**config.mk**
```make
export PLATFORM = sky130hd
export DESIGN_NAME = battle_engine
export DESIGN_NICKNAME = d
export VERILOG_FILES = /design/src/rtl/battle_pkg.sv /design/src/rtl/battle_engine.sv /design/src/rtl/battle_referee.sv /design/src/rtl/unit_squad.sv
export SDC_FILE = /design/constraint.sdc
export NUM_CORES = 2
export LEC_CHECK = 0
export ABC_AREA = 0
export BUFFER_PORTS_ARGS = -buffer_cell sky130_fd_sc_hd__buf_2
export CAP_MARGIN = 10
export CORE_AREA = 8 8 224 312
export CTS_CLUSTER_SIZE = 8
export DETAILED_ROUTE_END_ITERATION = 7
export DIE_AREA = 0 0 232 320
export MAX_ROUTING_LAYER = met4
export PLACE_DENSITY = 0.84
export SLEW_MARGIN = 20
export SYNTH_ARGS = -nofsm -noshare
export SYNTH_HDL_FRONTEND = slang
export SYNTH_SLANG_ARGS = --single-unit
```
**constraint.sdc**
```tcl
create_clock -name clk_25MHz -period 25.4 [get_ports clk_25MHz]
set_clock_uncertainty 0.05 [all_clocks]
set_input_delay 5.08 -clock clk_25MHz [delete_from_list [all_inputs] [get_ports clk_25MHz]]
set_output_delay 5.08 -clock clk_25MHz [all_outputs]
set_load 0.005 [all_outputs]
```
**src/rtl/battle_pkg.sv**
```systemverilog
package battle_pkg;

    // ------------------------------------------------------------------------
    // widths and sizes
    // ------------------------------------------------------------------------
    localparam int x_w      = 10;
    localparam int hp_w     = 12;
    localparam int slot_cnt = 8;
    localparam int slot_w   = 3;
    localparam int type_w   = 2;
    localparam int state_w  = 2;

    // unit states
    localparam logic [state_w-1:0] st_move    = 2'd0;
    localparam logic [state_w-1:0] st_windup  = 2'd1;
    localparam logic [state_w-1:0] st_strike  = 2'd2;
    localparam logic [state_w-1:0] st_recover = 2'd3;

    // referee phases
    localparam logic [1:0] ph_idle    = 2'd0;
    localparam logic [1:0] ph_scan    = 2'd1;
    localparam logic [1:0] ph_resolve = 2'd2;
    localparam logic [1:0] ph_over    = 2'd3;  // no game running

    // ------------------------------------------------------------------------
    // field coordinates and towers
    // ------------------------------------------------------------------------
    localparam logic [x_w-1:0]  enemy_spawn_x = 10'd10;
    localparam logic [x_w-1:0]  army_spawn_x  = 10'd570;
    localparam logic [x_w-1:0]  tower_e_x     = 10'd70;   // left tower
    localparam logic [x_w-1:0]  tower_a_x     = 10'd570;  // right tower
    localparam logic [hp_w-1:0] tower_hp_init = 12'd4000;

    // ------------------------------------------------------------------------
    // stats per type, shared by both sides
    // ------------------------------------------------------------------------
    // killer bird, white bear, metal duck, black bear
    localparam logic [hp_w-1:0] unit_hp    [4] = '{12'd300, 12'd800, 12'd500, 12'd1500};
    localparam logic [hp_w-1:0] unit_atk   [4] = '{12'd60, 12'd120, 12'd90, 12'd250};
    localparam logic [3:0]      unit_cd    [4] = '{4'd2, 4'd4, 4'd3, 4'd6};
    localparam logic [4:0]      unit_speed [4] = '{5'd6, 5'd3, 5'd4, 5'd2};
    localparam logic [7:0]      unit_range [4] = '{8'd40, 8'd20, 8'd100, 8'd25};

endpackage
```
**src/rtl/battle_engine.sv**
```systemverilog
`timescale 1ns/1ps

module battle_engine (
    input  logic                          clk_25MHz,
    input  logic                          rst,
    input  logic                          start,
    input  logic                          frame_valid,
    output logic                          frame_ready,
    input  logic                          spawn_valid,
    output logic                          spawn_ready,
    input  logic                          spawn_enemy,
    input  logic [battle_pkg::type_w-1:0] spawn_type,
    output logic [battle_pkg::hp_w-1:0]   tower_hp_enemy,
    output logic [battle_pkg::hp_w-1:0]   tower_hp_army,
    output logic [battle_pkg::slot_w:0]   enemy_count,
    output logic [battle_pkg::slot_w:0]   army_count,
    output logic [battle_pkg::x_w-1:0]    enemy_front_x,
    output logic [battle_pkg::x_w-1:0]    army_front_x,
    output logic                          game_win,
    output logic                          game_lose
);

    logic                        spawn_go_e;
    logic                        spawn_go_a;
    logic                        step;
    logic                        hit_valid;
    logic [battle_pkg::hp_w-1:0] hit_amount_e;
    logic [battle_pkg::hp_w-1:0] hit_amount_a;
    logic                        has_free_e;
    logic                        has_free_a;
    logic                        enemy_front_alive;
    logic                        army_front_alive;
    logic [battle_pkg::hp_w-1:0] dmg_unit_e;
    logic [battle_pkg::hp_w-1:0] dmg_tower_e;
    logic [battle_pkg::hp_w-1:0] dmg_unit_a;
    logic [battle_pkg::hp_w-1:0] dmg_tower_a;
    logic                        scan_done;

    unit_squad #(.side_enemy(1'b1)) u_enemy (
        .clk_25MHz(clk_25MHz), .rst(rst), .start(start),
        .spawn_go(spawn_go_e), .spawn_type(spawn_type), .step(step),
        .opp_front_alive(army_front_alive), .opp_front_x(army_front_x),
        .hit_valid(hit_valid), .hit_amount(hit_amount_e),
        .has_free(has_free_e), .alive_count(enemy_count),
        .front_alive(enemy_front_alive), .front_x(enemy_front_x),
        .dmg_unit(dmg_unit_e), .dmg_tower(dmg_tower_e),
        .scan_done(scan_done)
    );

    // same scan timing as u_enemy
    unit_squad #(.side_enemy(1'b0)) u_army (
        .clk_25MHz(clk_25MHz), .rst(rst), .start(start),
        .spawn_go(spawn_go_a), .spawn_type(spawn_type), .step(step),
        .opp_front_alive(enemy_front_alive), .opp_front_x(enemy_front_x),
        .hit_valid(hit_valid), .hit_amount(hit_amount_a),
        .has_free(has_free_a), .alive_count(army_count),
        .front_alive(army_front_alive), .front_x(army_front_x),
        .dmg_unit(dmg_unit_a), .dmg_tower(dmg_tower_a),
        .scan_done()
    );

    battle_referee u_ref (
        .clk_25MHz(clk_25MHz), .rst(rst), .start(start),
        .frame_valid(frame_valid), .spawn_valid(spawn_valid), .spawn_enemy(spawn_enemy),
        .has_free_e(has_free_e), .has_free_a(has_free_a), .scan_done(scan_done),
        .dmg_unit_e(dmg_unit_e), .dmg_tower_e(dmg_tower_e),
        .dmg_unit_a(dmg_unit_a), .dmg_tower_a(dmg_tower_a),
        .frame_ready(frame_ready), .spawn_ready(spawn_ready),
        .spawn_go_e(spawn_go_e), .spawn_go_a(spawn_go_a), .step(step),
        .hit_valid(hit_valid), .hit_amount_e(hit_amount_e), .hit_amount_a(hit_amount_a),
        .tower_hp_enemy(tower_hp_enemy), .tower_hp_army(tower_hp_army),
        .game_win(game_win), .game_lose(game_lose)
    );

endmodule

```
**src/rtl/battle_referee.sv**
```systemverilog
`timescale 1ns/1ps

module battle_referee (
    input  logic                        clk_25MHz,
    input  logic                        rst,
    input  logic                        start,
    input  logic                        frame_valid,
    input  logic                        spawn_valid,
    input  logic                        spawn_enemy,
    input  logic                        has_free_e,
    input  logic                        has_free_a,
    input  logic                        scan_done,
    input  logic [battle_pkg::hp_w-1:0] dmg_unit_e,
    input  logic [battle_pkg::hp_w-1:0] dmg_tower_e,
    input  logic [battle_pkg::hp_w-1:0] dmg_unit_a,
    input  logic [battle_pkg::hp_w-1:0] dmg_tower_a,
    output logic                        frame_ready,
    output logic                        spawn_ready,
    output logic                        spawn_go_e,
    output logic                        spawn_go_a,
    output logic                        step,
    output logic                        hit_valid,
    output logic [battle_pkg::hp_w-1:0] hit_amount_e,
    output logic [battle_pkg::hp_w-1:0] hit_amount_a,
    output logic [battle_pkg::hp_w-1:0] tower_hp_enemy,
    output logic [battle_pkg::hp_w-1:0] tower_hp_army,
    output logic                        game_win,
    output logic                        game_lose
);

    logic [1:0] phase;
    logic       frame_go;
    logic       spawn_go;

    assign frame_ready = (phase == battle_pkg::ph_idle);
    // a pending spawn has not yet taken its slot
    assign spawn_ready = frame_ready && !spawn_go_e && !spawn_go_a &&
                         (spawn_enemy ? has_free_e : has_free_a);
    assign frame_go = frame_valid && frame_ready;
    assign spawn_go = spawn_valid && spawn_ready;

    // ------------------------------------------------------------------------
    // frame sequencing, towers and result
    // ------------------------------------------------------------------------
    always_ff @(posedge clk_25MHz) begin
        if (rst) begin
            phase          <= battle_pkg::ph_over;
            step           <= 1'b0;
            hit_valid      <= 1'b0;
            spawn_go_e     <= 1'b0;
            spawn_go_a     <= 1'b0;
            game_win       <= 1'b0;
            game_lose      <= 1'b0;
            tower_hp_enemy <= '0;
            tower_hp_army  <= '0;
        end else if (start) begin
            phase          <= battle_pkg::ph_idle;
            step           <= 1'b0;
            hit_valid      <= 1'b0;
            spawn_go_e     <= 1'b0;
            spawn_go_a     <= 1'b0;
            game_win       <= 1'b0;
            game_lose      <= 1'b0;
            tower_hp_enemy <= battle_pkg::tower_hp_init;
            tower_hp_army  <= battle_pkg::tower_hp_init;
        end else begin
            step       <= frame_go;
            spawn_go_e <= spawn_go && spawn_enemy;
            spawn_go_a <= spawn_go && !spawn_enemy;
            hit_valid  <= 1'b0;
            case (phase)
                battle_pkg::ph_idle: begin
                    if (frame_go)
                        phase <= battle_pkg::ph_scan;
                end
                battle_pkg::ph_scan: begin
                    if (scan_done) begin
                        phase     <= battle_pkg::ph_resolve;
                        hit_valid <= 1'b1;
                        // enemy strikes land on the army tower and vice versa
                        tower_hp_army  <= (dmg_tower_e >= tower_hp_army) ? '0 :
                                          tower_hp_army - dmg_tower_e;
                        tower_hp_enemy <= (dmg_tower_a >= tower_hp_enemy) ? '0 :
                                          tower_hp_enemy - dmg_tower_a;
                    end
                end
                battle_pkg::ph_resolve: begin
                    if (!hit_valid) begin
                        phase <= battle_pkg::ph_idle;
                    end else if (tower_hp_army == '0) begin  // own tower first
                        game_lose <= 1'b1;
                        phase     <= battle_pkg::ph_over;
                    end else if (tower_hp_enemy == '0) begin
                        game_win <= 1'b1;
                        phase    <= battle_pkg::ph_over;
                    end
                end
                default: ;  // waits for start
            endcase
        end
    end

    // unit damage crosses over to the other squad
    always_ff @(posedge clk_25MHz) begin
        if (phase == battle_pkg::ph_scan && scan_done) begin
            hit_amount_e <= dmg_unit_a;
            hit_amount_a <= dmg_unit_e;
        end
    end

endmodule

```
**src/rtl/unit_squad.sv**
```systemverilog
`timescale 1ns/1ps

module unit_squad #(
    parameter bit side_enemy = 1'b1
) (
    input  logic                          clk_25MHz,
    input  logic                          rst,
    input  logic                          start,
    input  logic                          spawn_go,
    input  logic [battle_pkg::type_w-1:0] spawn_type,
    input  logic                          step,
    input  logic                          opp_front_alive,
    input  logic [battle_pkg::x_w-1:0]    opp_front_x,
    input  logic                          hit_valid,
    input  logic [battle_pkg::hp_w-1:0]   hit_amount,
    output logic                          has_free,
    output logic [battle_pkg::slot_w:0]   alive_count,
    output logic                          front_alive,
    output logic [battle_pkg::x_w-1:0]    front_x,
    output logic [battle_pkg::hp_w-1:0]   dmg_unit,
    output logic [battle_pkg::hp_w-1:0]   dmg_tower,
    output logic                          scan_done
);

    // per-slot fields
    logic [battle_pkg::slot_cnt-1:0] alive_q;
    logic [battle_pkg::type_w-1:0]   type_q  [battle_pkg::slot_cnt];
    logic [battle_pkg::x_w-1:0]      x_q     [battle_pkg::slot_cnt];
    logic [battle_pkg::hp_w-1:0]     hp_q    [battle_pkg::slot_cnt];
    logic [battle_pkg::state_w-1:0]  state_q [battle_pkg::slot_cnt];
    logic [3:0]                      phase_q [battle_pkg::slot_cnt];

    logic [battle_pkg::type_w-1:0] spawn_type_q;
    logic [battle_pkg::slot_w-1:0] free_idx;
    logic [battle_pkg::slot_w-1:0] front_idx;
    logic [battle_pkg::slot_w-1:0] scan_idx;
    logic                          scanning;
    logic                          opp_alive_q;
    logic [battle_pkg::x_w-1:0]    opp_x_q;
    logic [battle_pkg::hp_w-1:0]   unit_acc;
    logic [battle_pkg::hp_w-1:0]   tower_acc;

    // slot under scan
    logic [battle_pkg::type_w-1:0] cur_type;
    logic [battle_pkg::x_w-1:0]    cur_x;
    logic [battle_pkg::x_w-1:0]    move_x;
    logic [battle_pkg::hp_w-1:0]   cur_atk;
    logic [3:0]                    cur_cd;
    logic [4:0]                    cur_speed;
    logic [7:0]                    cur_range;
    logic                          visit;
    logic                          phase_end;
    logic                          strike_now;
    logic                          opp_in;
    logic                          tower_in;
    logic                          hit_kill;

    assign cur_type  = type_q[scan_idx];
    assign cur_x     = x_q[scan_idx];
    assign cur_atk   = battle_pkg::unit_atk[cur_type];
    assign cur_cd    = battle_pkg::unit_cd[cur_type];
    assign cur_speed = battle_pkg::unit_speed[cur_type];
    assign cur_range = battle_pkg::unit_range[cur_type];

    assign visit      = scanning && alive_q[scan_idx];
    assign phase_end  = (phase_q[scan_idx] == cur_cd);
    assign strike_now = visit && (state_q[scan_idx] == battle_pkg::st_strike);
    assign move_x     = side_enemy ? cur_x + {5'd0, cur_speed} : cur_x - {5'd0, cur_speed};

    assign scan_done = scanning && (&scan_idx);  // slot 7 visit
    assign has_free  = ~&alive_q;
    assign hit_kill  = (hit_amount >= hp_q[front_idx]);

    // strike of the slot under scan is already in the sums
    assign dmg_unit  = unit_acc + ((strike_now && opp_in) ? cur_atk : '0);
    assign dmg_tower = tower_acc + ((strike_now && !opp_in) ? cur_atk : '0);

    always_comb begin
        if (side_enemy) begin  // marching right
            opp_in   = opp_alive_q && ({1'b0, opp_x_q} <= {1'b0, cur_x} + {3'd0, cur_range});
            tower_in = ({1'b0, cur_x} + {3'd0, cur_range} >= {1'b0, battle_pkg::tower_a_x});
        end else begin
            opp_in   = opp_alive_q && ({1'b0, cur_x} <= {1'b0, opp_x_q} + {3'd0, cur_range});
            tower_in = ({1'b0, cur_x} <= {1'b0, battle_pkg::tower_e_x} + {3'd0, cur_range});
        end
    end

    // ------------------------------------------------------------------------
    // front unit, lowest free slot, head count
    // ------------------------------------------------------------------------
    always_comb begin
        front_alive = 1'b0;
        front_x     = side_enemy ? battle_pkg::enemy_spawn_x : battle_pkg::army_spawn_x;
        front_idx   = '0;
        free_idx    = '0;
        alive_count = '0;
        for (int i = battle_pkg::slot_cnt - 1; i >= 0; i--) begin
            if (!alive_q[i])
                free_idx = i[battle_pkg::slot_w-1:0];
        end
        for (int i = 0; i < battle_pkg::slot_cnt; i++) begin
            if (alive_q[i]) begin
                alive_count = alive_count + 1'b1;
                if (!front_alive || (side_enemy ? x_q[i] > front_x : x_q[i] < front_x)) begin
                    front_alive = 1'b1;
                    front_x     = x_q[i];
                    front_idx   = i[battle_pkg::slot_w-1:0];
                end
            end
        end
    end

    always_ff @(posedge clk_25MHz) begin
        if (rst || start) begin
            scanning <= 1'b0;
            scan_idx <= '0;
        end else if (step) begin
            scanning <= 1'b1;
            scan_idx <= '0;
        end else if (scanning) begin
            scan_idx <= scan_idx + 1'b1;
            if (scan_done)
                scanning <= 1'b0;
        end
    end

    always_ff @(posedge clk_25MHz) begin
        if (rst || start) begin
            alive_q <= '0;
        end else begin
            if (spawn_go)
                alive_q[free_idx] <= 1'b1;
            if (hit_valid && front_alive && hit_kill)
                alive_q[front_idx] <= 1'b0;
        end
    end

    // ------------------------------------------------------------------------
    // slot payload, opponent snapshot and damage sums
    // ------------------------------------------------------------------------
    always_ff @(posedge clk_25MHz) begin
        spawn_type_q <= spawn_type;  // type held at the transfer edge
        if (step) begin
            opp_alive_q <= opp_front_alive;
            opp_x_q     <= opp_front_x;
            unit_acc    <= '0;
            tower_acc   <= '0;
        end else if (scanning) begin
            unit_acc  <= dmg_unit;
            tower_acc <= dmg_tower;
        end

        if (spawn_go) begin
            type_q[free_idx]  <= spawn_type_q;
            x_q[free_idx]     <= side_enemy ? battle_pkg::enemy_spawn_x : battle_pkg::army_spawn_x;
            hp_q[free_idx]    <= battle_pkg::unit_hp[spawn_type_q];
            state_q[free_idx] <= battle_pkg::st_move;
            phase_q[free_idx] <= '0;
        end

        if (visit) begin
            case (state_q[scan_idx])
                battle_pkg::st_move: begin
                    if (opp_in || tower_in) begin
                        state_q[scan_idx] <= battle_pkg::st_windup;
                        phase_q[scan_idx] <= '0;
                    end else begin
                        x_q[scan_idx] <= move_x;
                    end
                end
                battle_pkg::st_windup, battle_pkg::st_recover: begin
                    if (phase_end) begin
                        state_q[scan_idx] <= (state_q[scan_idx] == battle_pkg::st_windup) ?
                                             battle_pkg::st_strike : battle_pkg::st_move;
                        phase_q[scan_idx] <= '0;
                    end else begin
                        phase_q[scan_idx] <= phase_q[scan_idx] + 4'd1;
                    end
                end
                battle_pkg::st_strike: begin  // damage counted in the sums above
                    state_q[scan_idx] <= battle_pkg::st_recover;
                    phase_q[scan_idx] <= '0;
                end
            endcase
        end

        if (hit_valid && front_alive && !hit_kill)
            hp_q[front_idx] <= hp_q[front_idx] - hit_amount;
    end

endmodule

```
==> run metrics <==
largest net degree at the start of global routing=70; Cell Pwr Density=approximately 56 mW/mm^2; post-CTS sizing=0; crit-path most repeated cell=a21o_1; Final setup viols=0; Synth area leaders=edfxtp_1, ha_1, dfxtp_1; hold crit path type=register to register; final worst setup slack=1970 ps; mapped cell area=roughly 0.039 sq mm; leading area contributor after synthesis=edfxtp_1; clk slew on worst S/H paths=roughly 50 ps; Max-slew headroom=approximately 25%; Via density=6.62; Flop pwr share=between 40% and 50%; top-area cell type share of the netlist area=40.6%; Pint=1850 uW; DR vias=30.3k; CTS tree=yes; Total Wirelength=113000 microns; WS Path Type=register to primary output; Comb pwr share=4.8%; Clock Power Share=47.8%; crit path launch type=register; ANT nets after route=0; Leak Pwr=~0.017 uW; Max VDD drop=between 0.05 and 0.06 mV; worst slew pin tran=1120 ps; Final Max Tran Viols=0; synthesized area per cell=around 11 sq um; CTS H-tree lvls=3; hold_buf cts=0; Num Clock Sinks=about 630; drt pass-1 iters=6; Die ar.=~0.074 sq mm; worst r2r src=u_army.alive_q[0]$_SDFF_PP0_; slowest CP cell=o311a_1; RSZ-0062 raised after global routing=false; ys flop type=edfxtp_1; Peak Freq=around 0.043 GHz; Nets=3982; Fin. Hold Viols=0; Crit. Startpoint=u_army.alive_q[0]$_SDFF_PP0_; # Post-CTS Setup Buffers=0; register area share after synthesis=between 40% and 50%; number of port buffers=63; post-layout util=65.4%; syn nets=3955; final setup TNS=0 ps; cts bufs inserted=89; Chip Width=between 200 and 250 microns; Final GP Congestion=1.01; clk buf depth=3; WP buf/inv=5; outcome=completed; Worst Path Required=roughly 20000 ps; Post-synth EDFFs=roughly 520; Total Routing Usage GR=30.7%; Initial Util=roughly three fifths; Net Sw Frac=between 20% and 30%; worst hold start=u_ref.tower_hp_army[0]$_SDFFE_PP0P_; DPL Wire Length=around 81000 microns; CP max stage delay=about 850 ps; layout cells sized above 1=between 10% and 20%; period utilization=about 90%; Max FO, Critical Path=21; Post-route DRC=0; First DRT Iteration DRCs=around 3.4k; routed wire length per instance=between 20 and 25 microns; Std-Cell Rows=between 100 and 150; Crit path max-delay family=compound AO/OA/AOI/OAI gates; Max-Cap Viols=0; Synth Instances=between 3k and 4k; height of the die=320 microns; Crit. End Element=primary output; Post-Place Setup Slack=roughly 2800 ps; Worst EP arrival=~18000 ps; FF+latch count, synth=632; Root Driver=clkbuf_16; Final min period=between 20000 and 25000 ps; Netlist cell types=88; first-pass GRT wire length=roughly 170000 microns; Psw=539 uW; number of fill cells=about 4.8k; grt total ovfl=0; Core Area=~0.065 sq mm; number of global-route vias before repair=~31k; IO Pins=between 60 and 70; Ys Warns=0; Clock Latency Late Sink=around 700 ps; FFs w/ async S/R, synth=0%; Area growth, synth to finish=9.59%; initial antenna violation count=1
==> synthesized netlist by cell type, drive strengths merged, types with 9 or more instances <==
library cell	n
a211o	9
a211oi	16
a21o	88
a21oi	195
a221oi	24
a22o	10
a22oi	13
a2bb2oi	9
a311oi	10
a31oi	14
and2	24
and3	18
and4	9
buf	40
clkbuf	125
dfxtp	108
edfxtp	524
fa	10
ha	290
inv	200
mux2	118
mux2i	149
mux4	73
nand2	290
nand2b	24
nand3	71
nand4	53
nor2	494
nor2b	52
nor3	35
nor4	12
o21a	46
o21ai	131
o21bai	28
o22ai	23
or2	23
or3	15
xnor2	100
xor2	57
==> placed cells by master (no fill, tap or decap), types with 10 or more instances in the layout <==
cell,n
edfxtp_1,524
nor2_1,493
nand2_1,290
ha_1,290
inv_1,200
a21oi_1,194
mux2i_1,149
o21ai_0,123
mux2_2,118
dfxtp_1,103
xnor2_1,100
clkbuf_16,90
a21o_1,88
mux4_2,73
nand3_1,68
buf_2,63
xor2_1,57
nand4_1,53
nor2b_1,52
clkbuf_1,52
o21a_1,46
buf_4,37
nor3_1,35
o21bai_1,28
and2_1,24
nand2b_1,23
or2_2,23
a221oi_1,23
o22ai_1,23
and3_1,18
a211oi_1,16
or3_1,15
a31oi_1,14
a22oi_1,13
nor4_1,11
a22o_1,10
fa_1,10
==> tightest hold or removal path: cells and delay by family, from the launching register on <==
family	cells	cell delay (ps)
compound gates	1	30
flops	1	330
simple gates	1	60
==> power by group through the flow <==
stage / Combinational (uW) / Sequential [uW] / Clock (uW)
after floorplan: 88.7 / 1150 / 0
after global placement: 108 / 1150 / 0
after detailed placement: 113 / 1150 / 0
after CTS: 114 / 1130 / 1140
after global routing: 128 / 1130 / 1180
final: 115 / 1130 / 1140
==> state kept, by name (all words and copies together), names as in the netlist, 3 cells and up, named ones only <==
signal,count
u_army.state_q,16
u_enemy.state_q,16
u_army.scan_idx,3
u_enemy.tower_acc,11
u_enemy.alive_q,8
u_ref.hit_amount_e,11
u_enemy.opp_x_q,10
u_enemy.phase_q,32
u_enemy.x_q,80
u_army.opp_x_q,10
u_enemy.unit_acc,11
u_ref.tower_hp_army,12
u_army.x_q,80
u_army.type_q,16
u_army.phase_q,32
u_enemy.scan_idx,3
u_army.hp_q,96
u_army.alive_q,8
u_army.unit_acc,11
u_army.tower_acc,11
u_ref.tower_hp_enemy,12
u_enemy.hp_q,96
u_ref.hit_amount_a,11
u_enemy.type_q,16
==> final timing paths <==
kind	end	slack, ps	cells past startpoint
hold reg to reg	u_ref.tower_hp_army[0]$_SDFFE_PP0P_	430	2
setup / recovery	army_front_x[7]	1970	62
hold / removal	u_ref.tower_hp_army[0]$_SDFFE_PP0P_	430	2
setup reg to reg	u_army.hp_q[3][4]$_DFFE_PP_	2670	78
==> kinds of logic (layout without fill, tap and decap cells) <==
logic type,count (synthesis),in the layout,share of synthesized area [%]
adders and majority gates,300,300,9.87
xor gates and xnor gates,157,157,3.54
buffers and inverters,368,454,3.66
and+or+nand+nor,1146,1146,13.3
other,1,2,0.00966
muxes,340,340,11.5
DFF,632,632,46.1
AOI/OAI and AO/OA,703,703,12.0
==> per-layer routing <==
layer	vias up	track usage (%)	wire [microns]	share of wire (%)
met5	-	-	0	0
met4	0	23.1	9980	8.9
met3	617	5.39	9270	8.2
met2	1780	51.4	55800	49
met1	14507	32.0	37700	33
li1	13431	-	-	-
==> through the flow <==
stage	cell area (sq um)	power, uW	std cells	hold WS, ps
final	42500	2390	4581	428
after global placement	39800	1260	4429	402
after global routing	42500	2440	4581	458
after CTS	42500	2380	4579	426
after floorplan	38800	1240	3647	403
after detailed placement	39800	1260	4429	414
==> final cells by class <==
type	instances	area (sq um)	share of cell area [%]
antenna	1	2.50	0.00588
clock buffer	142	2450	5.76
timing repair buffer	101	608	1.43
sequential	632	17900	42.1
inverter	203	762	1.79
tap	847	1060	2.49
multi-input combinational	2647	19500	45.9
clock inverter	8	216	0.509
Note: power is estimated with default switching activity, not from simulation.
